## config.mk

```make
export PLATFORM = sky130hd
export DESIGN_NAME = tlb_top
export DESIGN_NICKNAME = d
export VERILOG_FILES = /design/src/common/tlb_pkg.sv /design/src/common/tlb_write_if.sv /design/src/tlb/tlb_memory.sv /design/src/tlb/tlb_lookup.sv /design/src/design/tlb_top.sv
export SDC_FILE = /design/constraint.sdc
export NUM_CORES = 2
export LEC_CHECK = 0
export BUFFER_PORTS_ARGS = -buffer_cell sky130_fd_sc_hd__buf_2
export CAP_MARGIN = 20
export CORE_ASPECT_RATIO = 2
export CORE_MARGIN = 1.5
export CORE_UTILIZATION = 40
export DETAILED_ROUTE_END_ITERATION = 10
export PLACE_DENSITY = 0.54
export SETUP_SLACK_MARGIN = 0.3
export SKIP_LAST_GASP = 1
export SLEW_MARGIN = 20
export SYNTH_ARGS = -nofsm -noshare
export SYNTH_HDL_FRONTEND = slang
export SYNTH_HIERARCHICAL = 1
export SYNTH_SLANG_ARGS = --single-unit
```

## constraint.sdc

```tcl
create_clock -name clk -period 10 [get_ports clk]
set_input_delay 1 -clock clk [delete_from_list [all_inputs] [get_ports clk]]
set_output_delay 1 -clock clk [all_outputs]
set_load 0.005 [all_outputs]
```

## src/common/tlb_pkg.sv

```systemverilog
`default_nettype none

package tlb_pkg;

    // table geometry
    localparam int tlb_num   = 16;
    localparam int tlb_idx_w = 4;

    // field widths
    localparam int vpn2_w = 19;
    localparam int asid_w = 10;
    localparam int ps_w   = 6;
    localparam int pfn_w  = 20;
    localparam int exc_w  = 7;

    // page size codes as stored in the ps field
    localparam logic [ps_w-1:0] ps_4k = 6'd12;
    localparam logic [ps_w-1:0] ps_2m = 6'd21;

    // one entry maps an even/odd page pair
    typedef struct packed {
        logic [vpn2_w-1:0] vpn2;
        logic [asid_w-1:0] asid;
        logic [ps_w-1:0]   ps;
        logic              e;
        logic              g;
        logic [pfn_w-1:0]  pfn0;
        logic [1:0]        mat0;
        logic [1:0]        plv0;
        logic              d0;
        logic              v0;
        logic [pfn_w-1:0]  pfn1;
        logic [1:0]        mat1;
        logic [1:0]        plv1;
        logic              d1;
        logic              v1;
    } tlb_entry_t;

    typedef enum logic [1:0] {
        mem_fetch = 2'd0,
        mem_load  = 2'd1,
        mem_store = 2'd2
    } mem_type_e;

    typedef enum logic [1:0] {
        mode_direct = 2'd0,
        mode_mapped = 2'd1
    } trans_mode_e;

    // bit positions in the exception vector
    typedef enum logic [2:0] {
        exc_tlbr = 3'd0,
        exc_pif  = 3'd1,
        exc_pil  = 3'd2,
        exc_pis  = 3'd3,
        exc_ppi  = 3'd4,
        exc_pme  = 3'd5,
        exc_ade  = 3'd6
    } exc_bit_e;

    typedef enum logic [2:0] {
        inv_all0     = 3'd0,
        inv_all1     = 3'd1,
        inv_glob     = 3'd2,
        inv_nglob    = 3'd3,
        inv_asid     = 3'd4,
        inv_asid_va  = 3'd5,
        inv_gasid_va = 3'd6
    } invtlb_op_e;

    // 2m pages ignore the low vpn2 bits
    function automatic logic entry_hits(
        input tlb_entry_t        ent,
        input logic [vpn2_w-1:0] vpn2,
        input logic [asid_w-1:0] asid
    );
        logic asid_ok;
        logic vpn_ok;
        asid_ok = ent.g || (ent.asid == asid);
        if (ent.ps == ps_2m) begin
            vpn_ok = (ent.vpn2[18:9] == vpn2[18:9]);
        end else begin
            vpn_ok = (ent.vpn2 == vpn2);
        end
        return ent.e && asid_ok && vpn_ok;
    endfunction

endpackage

`default_nettype wire

```

## src/common/tlb_write_if.sv

```systemverilog
`timescale 1ns/1ps
`default_nettype none

interface tlb_write_if import tlb_pkg::*; ();

    logic                 we;
    logic [tlb_idx_w-1:0] w_index;
    tlb_entry_t           w_entry;

    // invalidate command
    logic                 inv_en;
    invtlb_op_e           inv_op;
    logic [asid_w-1:0]    inv_asid;
    logic [31:0]          inv_vaddr;

    modport src (
        output we, w_index, w_entry,
        output inv_en, inv_op, inv_asid, inv_vaddr
    );

    modport mem (
        input we, w_index, w_entry,
        input inv_en, inv_op, inv_asid, inv_vaddr
    );

endinterface

`default_nettype wire

```

## src/tlb/tlb_memory.sv

```systemverilog
`timescale 1ns/1ps
`default_nettype none

module tlb_memory import tlb_pkg::*; (
    input  wire logic              clk,
    input  wire logic              rst,

    tlb_write_if.mem               wr,

    input  wire logic [tlb_idx_w-1:0] r_index,
    output tlb_entry_t             r_entry,

    input  wire logic [vpn2_w-1:0] s_vpn2,
    input  wire logic [asid_w-1:0] s_asid,
    output logic [tlb_idx_w-1:0]   s_index,
    output logic                   s_hit,

    output tlb_entry_t             entries [tlb_num]
);

    tlb_entry_t          table_q [tlb_num];

    logic [tlb_num-1:0]  va_hit;
    logic [tlb_num-1:0]  asid_eq;
    logic [tlb_num-1:0]  inv_sel;
    logic [tlb_num-1:0]  probe_hit;

    // per-entry invalidate select and probe match
    always_comb begin
        for (int i = 0; i < tlb_num; i++) begin
            va_hit[i]    = entry_hits(table_q[i], wr.inv_vaddr[31:13], wr.inv_asid);
            asid_eq[i]   = (table_q[i].asid == wr.inv_asid);
            probe_hit[i] = entry_hits(table_q[i], s_vpn2, s_asid);
            case (wr.inv_op)
                inv_all0,
                inv_all1:     inv_sel[i] = 1'b1;
                inv_glob:     inv_sel[i] = table_q[i].g;
                inv_nglob:    inv_sel[i] = !table_q[i].g;
                inv_asid:     inv_sel[i] = !table_q[i].g && asid_eq[i];
                // va_hit already requires the asid for non-global entries
                inv_asid_va:  inv_sel[i] = !table_q[i].g && va_hit[i];
                inv_gasid_va: inv_sel[i] = va_hit[i];
                default:      inv_sel[i] = 1'b0;
            endcase
        end
    end

    // invalidate first, then the write, so a written entry survives
    always_ff @(posedge clk) begin
        if (rst) begin
            for (int i = 0; i < tlb_num; i++) begin
                table_q[i].e <= 1'b0;
            end
        end else begin
            if (wr.inv_en) begin
                for (int i = 0; i < tlb_num; i++) begin
                    if (inv_sel[i]) begin
                        table_q[i].e <= 1'b0;
                    end
                end
            end
            if (wr.we) begin
                table_q[wr.w_index] <= wr.w_entry;
            end
        end
    end

    // lowest matching index wins
    always_comb begin
        s_index = '0;
        s_hit   = 1'b0;
        for (int i = tlb_num - 1; i >= 0; i--) begin
            if (probe_hit[i]) begin
                s_index = tlb_idx_w'(i);
                s_hit   = 1'b1;
            end
        end
    end

    assign r_entry = table_q[r_index];
    assign entries = table_q;

endmodule

`default_nettype wire

```

## src/tlb/tlb_lookup.sv

```systemverilog
`timescale 1ns/1ps
`default_nettype none

module tlb_lookup import tlb_pkg::*; (
    input  wire logic              clk,
    input  wire logic              rst,

    input  wire logic              en,
    input  wire logic [31:0]       vaddr,
    input  wire logic [asid_w-1:0] asid,
    input  wire logic [1:0]        plv,
    input  wire mem_type_e         mem_type,

    input  wire trans_mode_e       mode,
    input  wire tlb_entry_t        entries [tlb_num],

    output logic [31:0]            paddr,
    output logic [exc_w-1:0]       exception
);

    logic [31:0]       vaddr_q;
    logic [asid_w-1:0] asid_q;
    logic [1:0]        plv_q;
    mem_type_e         mem_type_q;

    logic              hit;
    tlb_entry_t        sel_entry;
    logic              is_2m;
    logic              odd;

    logic [pfn_w-1:0]  pg_pfn;
    logic [1:0]        pg_plv;
    logic              pg_d;
    logic              pg_v;

    // request held until the next strobe
    always_ff @(posedge clk) begin
        if (rst) begin
            vaddr_q    <= '0;
            asid_q     <= '0;
            plv_q      <= '0;
            mem_type_q <= mem_fetch;
        end else if (en) begin
            vaddr_q    <= vaddr;
            asid_q     <= asid;
            plv_q      <= plv;
            mem_type_q <= mem_type;
        end
    end

    // entries are unique, lowest index taken anyway
    always_comb begin
        hit       = 1'b0;
        sel_entry = '0;
        for (int i = tlb_num - 1; i >= 0; i--) begin
            if (entry_hits(entries[i], vaddr_q[31:13], asid_q)) begin
                hit       = 1'b1;
                sel_entry = entries[i];
            end
        end
    end

    // even/odd half select
    assign is_2m = (sel_entry.ps == ps_2m);
    assign odd   = is_2m ? vaddr_q[21] : vaddr_q[12];

    assign pg_pfn = odd ? sel_entry.pfn1 : sel_entry.pfn0;
    assign pg_plv = odd ? sel_entry.plv1 : sel_entry.plv0;
    assign pg_d   = odd ? sel_entry.d1   : sel_entry.d0;
    assign pg_v   = odd ? sel_entry.v1   : sel_entry.v0;

    always_comb begin
        if (mode != mode_mapped) begin
            paddr = vaddr_q;
        end else if (is_2m) begin
            paddr = {pg_pfn[19:9], vaddr_q[20:0]};
        end else begin
            paddr = {pg_pfn, vaddr_q[11:0]};
        end
    end

    // one exception at most, highest priority first
    always_comb begin
        exception = '0;
        if (mode == mode_mapped) begin
            if (plv_q == 2'd3 && vaddr_q[31]) begin
                exception[exc_ade] = 1'b1;
            end else if (!hit) begin
                exception[exc_tlbr] = 1'b1;
            end else if (!pg_v) begin
                case (mem_type_q)
                    mem_fetch: exception[exc_pif] = 1'b1;
                    mem_store: exception[exc_pis] = 1'b1;
                    default:   exception[exc_pil] = 1'b1;
                endcase
            end else if (plv_q > pg_plv) begin
                exception[exc_ppi] = 1'b1;
            end else if (mem_type_q == mem_store && !pg_d) begin
                exception[exc_pme] = 1'b1;
            end
        end
    end

endmodule

`default_nettype wire

```

## src/design/tlb_top.sv

```systemverilog
`timescale 1ns/1ps
`default_nettype none

module tlb_top import tlb_pkg::*; (
    input  wire logic                 clk,
    input  wire logic                 rst,

    input  wire logic [1:0]           ad_mode,

    // fetch port
    input  wire logic [31:0]          s0_vaddr,
    input  wire logic [asid_w-1:0]    s0_asid,
    input  wire logic [1:0]           s0_plv,
    input  wire logic [1:0]           s0_mem_type,
    input  wire logic                 s0_en,
    output logic [31:0]               s0_paddr,
    output logic [exc_w-1:0]          s0_exception,

    // data port
    input  wire logic [31:0]          s1_vaddr,
    input  wire logic [asid_w-1:0]    s1_asid,
    input  wire logic [1:0]           s1_plv,
    input  wire logic [1:0]           s1_mem_type,
    input  wire logic                 s1_en,
    output logic [31:0]               s1_paddr,
    output logic [exc_w-1:0]          s1_exception,

    input  wire logic                 we,
    input  wire logic                 fill_mode,
    input  wire logic [tlb_idx_w-1:0] w_index,
    input  wire logic [tlb_idx_w-1:0] f_index,
    input  wire logic [vpn2_w-1:0]    w_vpn2,
    input  wire logic [asid_w-1:0]    w_asid,
    input  wire logic [ps_w-1:0]      w_ps,
    input  wire logic                 w_e,
    input  wire logic                 w_g,
    input  wire logic [pfn_w-1:0]     w_pfn0,
    input  wire logic [1:0]           w_mat0,
    input  wire logic [1:0]           w_plv0,
    input  wire logic                 w_d0,
    input  wire logic                 w_v0,
    input  wire logic [pfn_w-1:0]     w_pfn1,
    input  wire logic [1:0]           w_mat1,
    input  wire logic [1:0]           w_plv1,
    input  wire logic                 w_d1,
    input  wire logic                 w_v1,

    input  wire logic [tlb_idx_w-1:0] r_index,
    input  wire logic                 check_mode,
    output logic [vpn2_w-1:0]         r_vpn2,
    output logic [asid_w-1:0]         r_asid,
    output logic [ps_w-1:0]           r_ps,
    output logic                      r_g,
    output logic [pfn_w-1:0]          r_pfn0,
    output logic [1:0]                r_mat0,
    output logic [1:0]                r_plv0,
    output logic                      r_d0,
    output logic                      r_v0,
    output logic [pfn_w-1:0]          r_pfn1,
    output logic [1:0]                r_mat1,
    output logic [1:0]                r_plv1,
    output logic                      r_d1,
    output logic                      r_v1,

    input  wire logic [vpn2_w-1:0]    s_vpn2,
    input  wire logic [asid_w-1:0]    s_asid,
    output logic [tlb_idx_w-1:0]      s_index,
    output logic                      rs_e,

    input  wire logic                 clear_en,
    input  wire logic [2:0]           clear_mem,
    input  wire logic [31:0]          clear_vaddr,
    input  wire logic [asid_w-1:0]    clear_asid
);

    tlb_write_if wr_if ();

    tlb_entry_t  w_entry;
    tlb_entry_t  r_entry;
    tlb_entry_t  entries [tlb_num];
    trans_mode_e mode_q;
    logic        s_hit;

    always_ff @(posedge clk) begin
        if (rst) begin
            mode_q <= mode_direct;
        end else begin
            mode_q <= trans_mode_e'(ad_mode);
        end
    end

    assign w_entry = '{vpn2: w_vpn2, asid: w_asid, ps: w_ps, e: w_e, g: w_g,
                       pfn0: w_pfn0, mat0: w_mat0, plv0: w_plv0, d0: w_d0, v0: w_v0,
                       pfn1: w_pfn1, mat1: w_mat1, plv1: w_plv1, d1: w_d1, v1: w_v1};

    // fill index comes from the core when fill_mode is set
    assign wr_if.we        = we;
    assign wr_if.w_index   = fill_mode ? f_index : w_index;
    assign wr_if.w_entry   = w_entry;
    assign wr_if.inv_en    = clear_en;
    assign wr_if.inv_op    = invtlb_op_e'(clear_mem);
    assign wr_if.inv_asid  = clear_asid;
    assign wr_if.inv_vaddr = clear_vaddr;

    tlb_memory u_memory (
        .clk     (clk),
        .rst     (rst),
        .wr      (wr_if),
        .r_index (r_index),
        .r_entry (r_entry),
        .s_vpn2  (s_vpn2),
        .s_asid  (s_asid),
        .s_index (s_index),
        .s_hit   (s_hit),
        .entries (entries)
    );

    tlb_lookup u_lookup0 (
        .clk       (clk),
        .rst       (rst),
        .en        (s0_en),
        .vaddr     (s0_vaddr),
        .asid      (s0_asid),
        .plv       (s0_plv),
        .mem_type  (mem_type_e'(s0_mem_type)),
        .mode      (mode_q),
        .entries   (entries),
        .paddr     (s0_paddr),
        .exception (s0_exception)
    );

    tlb_lookup u_lookup1 (
        .clk       (clk),
        .rst       (rst),
        .en        (s1_en),
        .vaddr     (s1_vaddr),
        .asid      (s1_asid),
        .plv       (s1_plv),
        .mem_type  (mem_type_e'(s1_mem_type)),
        .mode      (mode_q),
        .entries   (entries),
        .paddr     (s1_paddr),
        .exception (s1_exception)
    );

    // probe hit or read-entry e
    assign rs_e = check_mode ? s_hit : r_entry.e;

    assign r_vpn2 = r_entry.vpn2;
    assign r_asid = r_entry.asid;
    assign r_ps   = r_entry.ps;
    assign r_g    = r_entry.g;
    assign r_pfn0 = r_entry.pfn0;
    assign r_mat0 = r_entry.mat0;
    assign r_plv0 = r_entry.plv0;
    assign r_d0   = r_entry.d0;
    assign r_v0   = r_entry.v0;
    assign r_pfn1 = r_entry.pfn1;
    assign r_mat1 = r_entry.mat1;
    assign r_plv1 = r_entry.plv1;
    assign r_d1   = r_entry.d1;
    assign r_v1   = r_entry.v1;

endmodule

`default_nettype wire

```

Yosys cells after proc, flatten, opt, wreduce, memory -nomap -nowiden:

Index checks and enable logic that the tools add are counted.
Widths: inputs -> output; s select.

* bits in registers: 1518
* bits of input ports: 277

* magnitude comparators: 5
* equality and inequality tests: 222
* mux-type cells: 273
* bitwise logic cells: 3
* reductions and logical operators: 254

Operators with widths (number)
* $mux 60: 32
* $bwmux 1424: 1
* $mux 1389: 1
* $eq 10x10->1: 128
* $eq 19x19->1: 64
* $bmux 89 s4: 1
* $demux 89 s4: 1
* $mux 89: 3
* $mux 1: 183
* $logic_and 1x1->1: 165
* $eq 6x5->1 const B: 18
* $pmux 1 s6: 16
* $mux 4: 17
* $logic_or 1x1->1: 64
* $mux 32: 2
* $mux 21: 2
* $mux 20: 2
* $logic_not 1->1: 18
* $mux 7: 2
* $mux 6: 2
* $ge 5x5->1 const B: 2
* $mux 5: 2
* $not 4->5: 2
* $eq 3x3->1 const B: 3
* other kinds (14): 26

Logic depth before layout (Yosys ltp):

* depth after elaboration: 31
* depth in mapped cells: 21
* depth with buffers taken out: 17

Cells and area by module:

Netlist, hierarchy kept.

By module, submodules not included
* tlb_memory: times used 1, cells each 3654, area each 65785.6 um2, seq. area each 42600.9 um2
* tlb_lookup: times used 2, cells each 2509, area each 16843.7 um2, seq. area each 920.9 um2
* tlb_top: times used 1, cells each 9, area each 108.9 um2, seq. area each 40.0 um2

Worst setup path after synthesis:

Ideal clock, no wire load.

* kind: input -> register
* from: in fill_mode
* to: reg u_memory.table_q (netlist bit u_memory/entries[445]) (enable)
* arrival: 5.591 ns
* path slack: 3.873 ns
* stages: 5
* path buffers: 1
* cells stage by stage: mux2_2 nor2b_1 clkbuf_1 nand2b_1 nor2_1

RTL lines
* start: declaration: RTL line tlb_top.sv:29 `input wire logic fill_mode,`
* end signal: indexed assignment: RTL line tlb_memory.sv:63 `table_q[wr.w_index] <= wr.w_entry;`
* end: declaration: RTL line tlb_memory.sv:21 `tlb_entry_t table_q [tlb_num];`

Final worst setup path:

* from: reg u_lookup1.asid_q[7]
* to: out s1_exception[5]

* cells in the longest elaborated chain, start to end: 31
* elaborated cells on any way between the ends: 110
* classes of those cells: 1 x order compare; 17 x eq/ne; 42 x mux; 50 x reduce/logical

RTL lines
* start: declaration: RTL line tlb_lookup.sv:22 `logic [asid_w-1:0] asid_q;`
* start signal: assignment: RTL line tlb_lookup.sv:45 `asid_q <= asid;`
* $eq 10x10->1: RTL line tlb_pkg.sv:79 `asid_ok = ent.g || (ent.asid == asid);`
* $logic_or 1x1->1: RTL line tlb_pkg.sv:79
* $logic_and 1x1->1 (2 in series): RTL line tlb_pkg.sv:85 `return ent.e && asid_ok && vpn_ok;`
* $mux 60 (16 in series): RTL line tlb_lookup.sv:56 `if (entry_hits(entries[i], vaddr_q[31:13], asid_q)) begin`
* $eq 6x5->1: RTL line tlb_lookup.sv:64 `assign is_2m = (sel_entry.ps == ps_2m);`
* $mux 1: RTL line tlb_lookup.sv:65 `assign odd = is_2m ? vaddr_q[21] : vaddr_q[12];`
* $mux 1: RTL line tlb_lookup.sv:69 `assign pg_d = odd ? sel_entry.d1 : sel_entry.d0;`
* $logic_not 1->1: RTL line tlb_lookup.sv:98 `end else if (mem_type_q == mem_store && !pg_d) begin`
* $logic_and 1x1->1: RTL line tlb_lookup.sv:98
* $mux 1: RTL line tlb_lookup.sv:98
* $mux 1: RTL line tlb_lookup.sv:96 `end else if (plv_q > pg_plv) begin`
* $mux 2: RTL line tlb_lookup.sv:90 `end else if (!pg_v) begin`
* $mux 5 *: RTL line tlb_lookup.sv:88 `end else if (!hit) begin`
* $mux 6 *: RTL line tlb_lookup.sv:86 `if (plv_q == 2'd3 && vaddr_q[31]) begin`
* $mux 7 *: RTL line tlb_lookup.sv:85 `if (mode == mode_mapped) begin`
* end: declaration: RTL line tlb_top.sv:26 `output logic [exc_w-1:0] s1_exception,`

Every way passes the cells marked *; elsewhere a longest branch is shown, timed or not.

==> flow_metrics.tcl <==
set metrics [dict create \
    synth_warnings 6 \
    grt_pass1_wl_mm 824 \
    cts_made_buffers 161 \
    max_stage_delay_ns 1.20 \
    cts.clk_slew.worst_paths_ns 0.06 \
    fmax_ghz 0.109 \
    met2_length_mm 278 \
    ys_types 96 \
    tightest_slew_ns 1.41 \
    met1_length_mm 182 \
    hold_violations 0 \
    final_nets 9250 \
    synth.cell_area_mm2 0.0996 \
    first_pass_iters 9 \
    ant_nets 0 \
    synth_fp_nets 8962 \
    track_usage_pct 48.9 \
    path_cells "buf_4 -> xnor2_1 -> a41o_1 -> and3_1 -> nor2b_4 -> nor2b_1 -> a2111oi_0 -> a2bb2oi_1 -> and4_4 -> mux2i_2 -> buf_4 -> o21ai_0 -> o221ai_1 -> ha_1 -> inv_1 -> a21oi_1 -> a21oi_1 -> a2111oi_2 -> buf_2" \
    p_leak_nw 36.7 \
    ctsRootBufferMaster "clkbuf_16" \
    outcome "complete, no violations" \
    drv_slew 0 \
    utilization_pct 45.4 \
    grt_max_degree 113 \
    dr_total_vias 91645 \
    die_width_um 356 \
    crit_required_ns 9.00 \
    cts_tree "yes" \
    nFillCells 23135 \
    portBuffers 434 \
    row_count 258 \
    fin_crit_sh_pct 92.1 \
    yosysTopAreaCellShare_pct 42.5 \
    start_util_pct 40.3 \
    viasPerCell 7.38 \
    antenna_found_initial 78 \
    synthArstFlopShare_pct 0 \
    slowest_stage "dfxtp_1" \
    yosysTopAreaCell "edfxtp_1" \
    synthTopCellsByArea "edfxtp_1 (42%), mux4_2 (10%), xnor2_1 (9.4%), xor2_1 (6.9%), dfxtp_1 (2.2%)" \
    dieHeight_um 709 \
    first_iter_violations 13922 \
    gp_congestion 1.12 \
    slew_headroom_pct 5.97 \
    worst-endpoint-arrival_ns 8.21 \
    r2r_slack_ns 6.00 \
    synth_edf_count 1408 \
    crit_fanout 13 \
    drc 0 \
    syn_inst 8681 \
    core_area_mm2 0.247 \
    final_layout_size_suffix_gt1_share_pct 19.3 \
    hold_buffers 0 \
    grt-ovfl-total 0 \
    post_cts_buffers 0 \
    path_buf_inv 4 \
    syn_to_final_growth_pct 12.6 \
    htreeDepth 4 \
    cts.path.max_buffers 4 \
    wl_mm 627 \
    dp_hpwl_mm 438 \
    crit_path_start_kind "flip-flop" \
    placed_area_mm2 0.106 \
    period_needed_ns 9.21 \
    tns_ns 0 \
    syn_avg_cell_area_um2 11.5 \
    ir_drop_v 0.000154 \
    synthFlopType "edfxtp_1" \
    final_cell_area_mm2 0.112 \
    critPathTopFamily "compound AO/OA/AOI/OAI gates" \
    ys_ff_latch 1518 \
    grt_pass1_vias 87657 \
    powerDensity_mw_per_mm2 138 \
    whs_ns 0.289 \
    hold_path_class "input port to flip-flop" \
    clk_latency_ns 0.92 \
    finalClockSkew_ns 0.0267 \
    clock-sinks 1518 \
    die_area_mm2 0.252 \
    yosysMostFrequentCell "edfxtp_1" \
    worstSetupPathType "flip-flop to primary output" \
    setup_viol 0 \
    pin_count 448 \
    cp-end-kind "primary output" \
    routedWlPerCell_um 50.5 \
    cap_violations 0 \
    rsz0062_at_grt "false" \
    synth_common_cells "edfxtp_1 (1408), xnor2_1 (1070), xor2_1 (786), nor2_1 (576), mux4_2 (445)" \
    cts_resized 0 \
    wl_met3_mm 72.3 \
    yosysSeqAreaShare_pct 44.7 \
    topRoutingLayerUsed "met5" \
]
## final timing paths
| path | startpoint | end | cells after the start |
|---|---|---|---|
| worst max-delay path | u_lookup1/asid_q[7]$_SDFFE_PP0P_ | s1_exception[5] | 19 |
| worst min-delay path | ad_mode[0] | mode_q[0]$_SDFF_PP0_ | 2 |
| worst max register to register | u_memory/entries[767]$_DFFE_PP_ | u_memory/entries[765]$_SDFF_PP0_ | 8 |
| worst min register to register | u_lookup1/vaddr_q[6]$_SDFFE_PP0P_ | u_lookup1/vaddr_q[6]$_SDFFE_PP0P_ | 2 |
## area by class of cell
cell class | instances | area (µm²) | area share [%]
Multi-Input combinational cell | 6387 | 52300 | 46.6
Sequential cell | 1518 | 44500 | 39.7
Timing Repair Buffer | 846 | 5640 | 5.03
Clock buffer | 186 | 4240 | 3.78
Tap cell | 3250 | 4070 | 3.63
Clock inverter | 100 | 1050 | 0.936
Inverter | 55 | 206 | 0.184
Antenna cell | 73 | 183 | 0.163
## registers in the layout (all words and copies together), names as in the netlist
signal	count
mode_q	2
u_lookup0/asid_q	10
u_lookup0/mem_type_q	2
u_lookup0/plv_q	2
u_lookup0/vaddr_q	32
u_lookup1/asid_q	10
u_lookup1/mem_type_q	2
u_lookup1/plv_q	2
u_lookup1/vaddr_q	32
u_memory/entries	1424
## power breakdown
group	internal (mW)	switching, mW	total (mW)	leakage [nW]
Sequential	7.05	0.220	7.27	13.6
Clock	3.50	2.84	6.34	2.57
Combinational	0.682	1.22	1.90	20.6
Total	11.2	4.28	15.5	36.7
## stage by stage
step / std cells / setup WS [ns] / power (mW)
after CTS: 12328 / 1.01 / 15.4
after floorplan: 8681 / 3.87 / 8.36
final: 12415 / 0.787 / 15.5
after global routing: 12359 / 0.887 / 15.7
after detailed placement: 12042 / 1.91 / 9.20
after global placement: 12042 / 1.95 / 9.18
## worst register-to-register path: stages, from the launching register on
cell and delay, ns:
edfxtp_1 0.83, nand4bb_1 0.40, nor3b_1 0.89, a31oi_2 0.48, nor3_1 0.71, nand3_1 0.15
a31o_1 0.25, nand3_1 0.07, a21oi_1 0.07
## logic make-up after synthesis
kind of cell	count (synthesis)	share of synthesized area, %
adder cells (fa/ha/maj)	4	0.0503
buffers and inverters	776	3.64
multiplexers	578	11.4
AND/OR/NAND/NOR	2347	12.2
XOR/XNOR	1857	16.3
flip-flops	1518	44.7
AO/OA/AOI/OAI	1601	11.7
## cells in the final DEF, fill, tap and decap left out, types with 27 or more instances in the layout
| cell type | synthesis | routed |
|---|---|---|
| diode_2 | 0 | 73 |
| o31ai_1 | 55 | 53 |
| nand3_1 | 331 | 324 |
| nor3_1 | 261 | 227 |
| mux4_2 | 445 | 445 |
| clkinv_2 | 0 | 28 |
| nor3_2 | 2 | 28 |
| or3_1 | 86 | 77 |
| nand4bb_1 | 27 | 27 |
| buf_2 | 230 | 427 |
| a22oi_1 | 33 | 33 |
| a211o_1 | 68 | 68 |
| a41oi_1 | 38 | 33 |
| nor2_1 | 576 | 559 |
| a311oi_1 | 70 | 70 |
| o211ai_1 | 60 | 60 |
| nand2_1 | 367 | 362 |
| a221oi_1 | 90 | 90 |
| o21ai_0 | 263 | 261 |
| a2111oi_0 | 41 | 41 |
| o22ai_1 | 40 | 37 |
| a21o_1 | 32 | 32 |
| mux2i_1 | 112 | 110 |
| xnor2_1 | 1070 | 1070 |
| edfxtp_1 | 1408 | 1408 |
| a21oi_1 | 214 | 212 |
| nand4_1 | 253 | 253 |
| buf_4 | 62 | 386 |
| clkbuf_16 | 0 | 163 |
| a31oi_1 | 79 | 60 |
| inv_1 | 53 | 53 |
| o221ai_1 | 171 | 171 |
| nor3b_1 | 31 | 29 |
| a211oi_1 | 149 | 149 |
| dfxtp_1 | 110 | 103 |
| xor2_1 | 786 | 786 |
| nor4_1 | 228 | 220 |
## metal layers
metal	up-vias	global-route usage, %
met4	24	56.1
met1	45220	47.1
met5	-	0.0583
met2	8556	75.7
li1	34222	-
met3	3623	18.2
(Power assumes the default switching activity.)
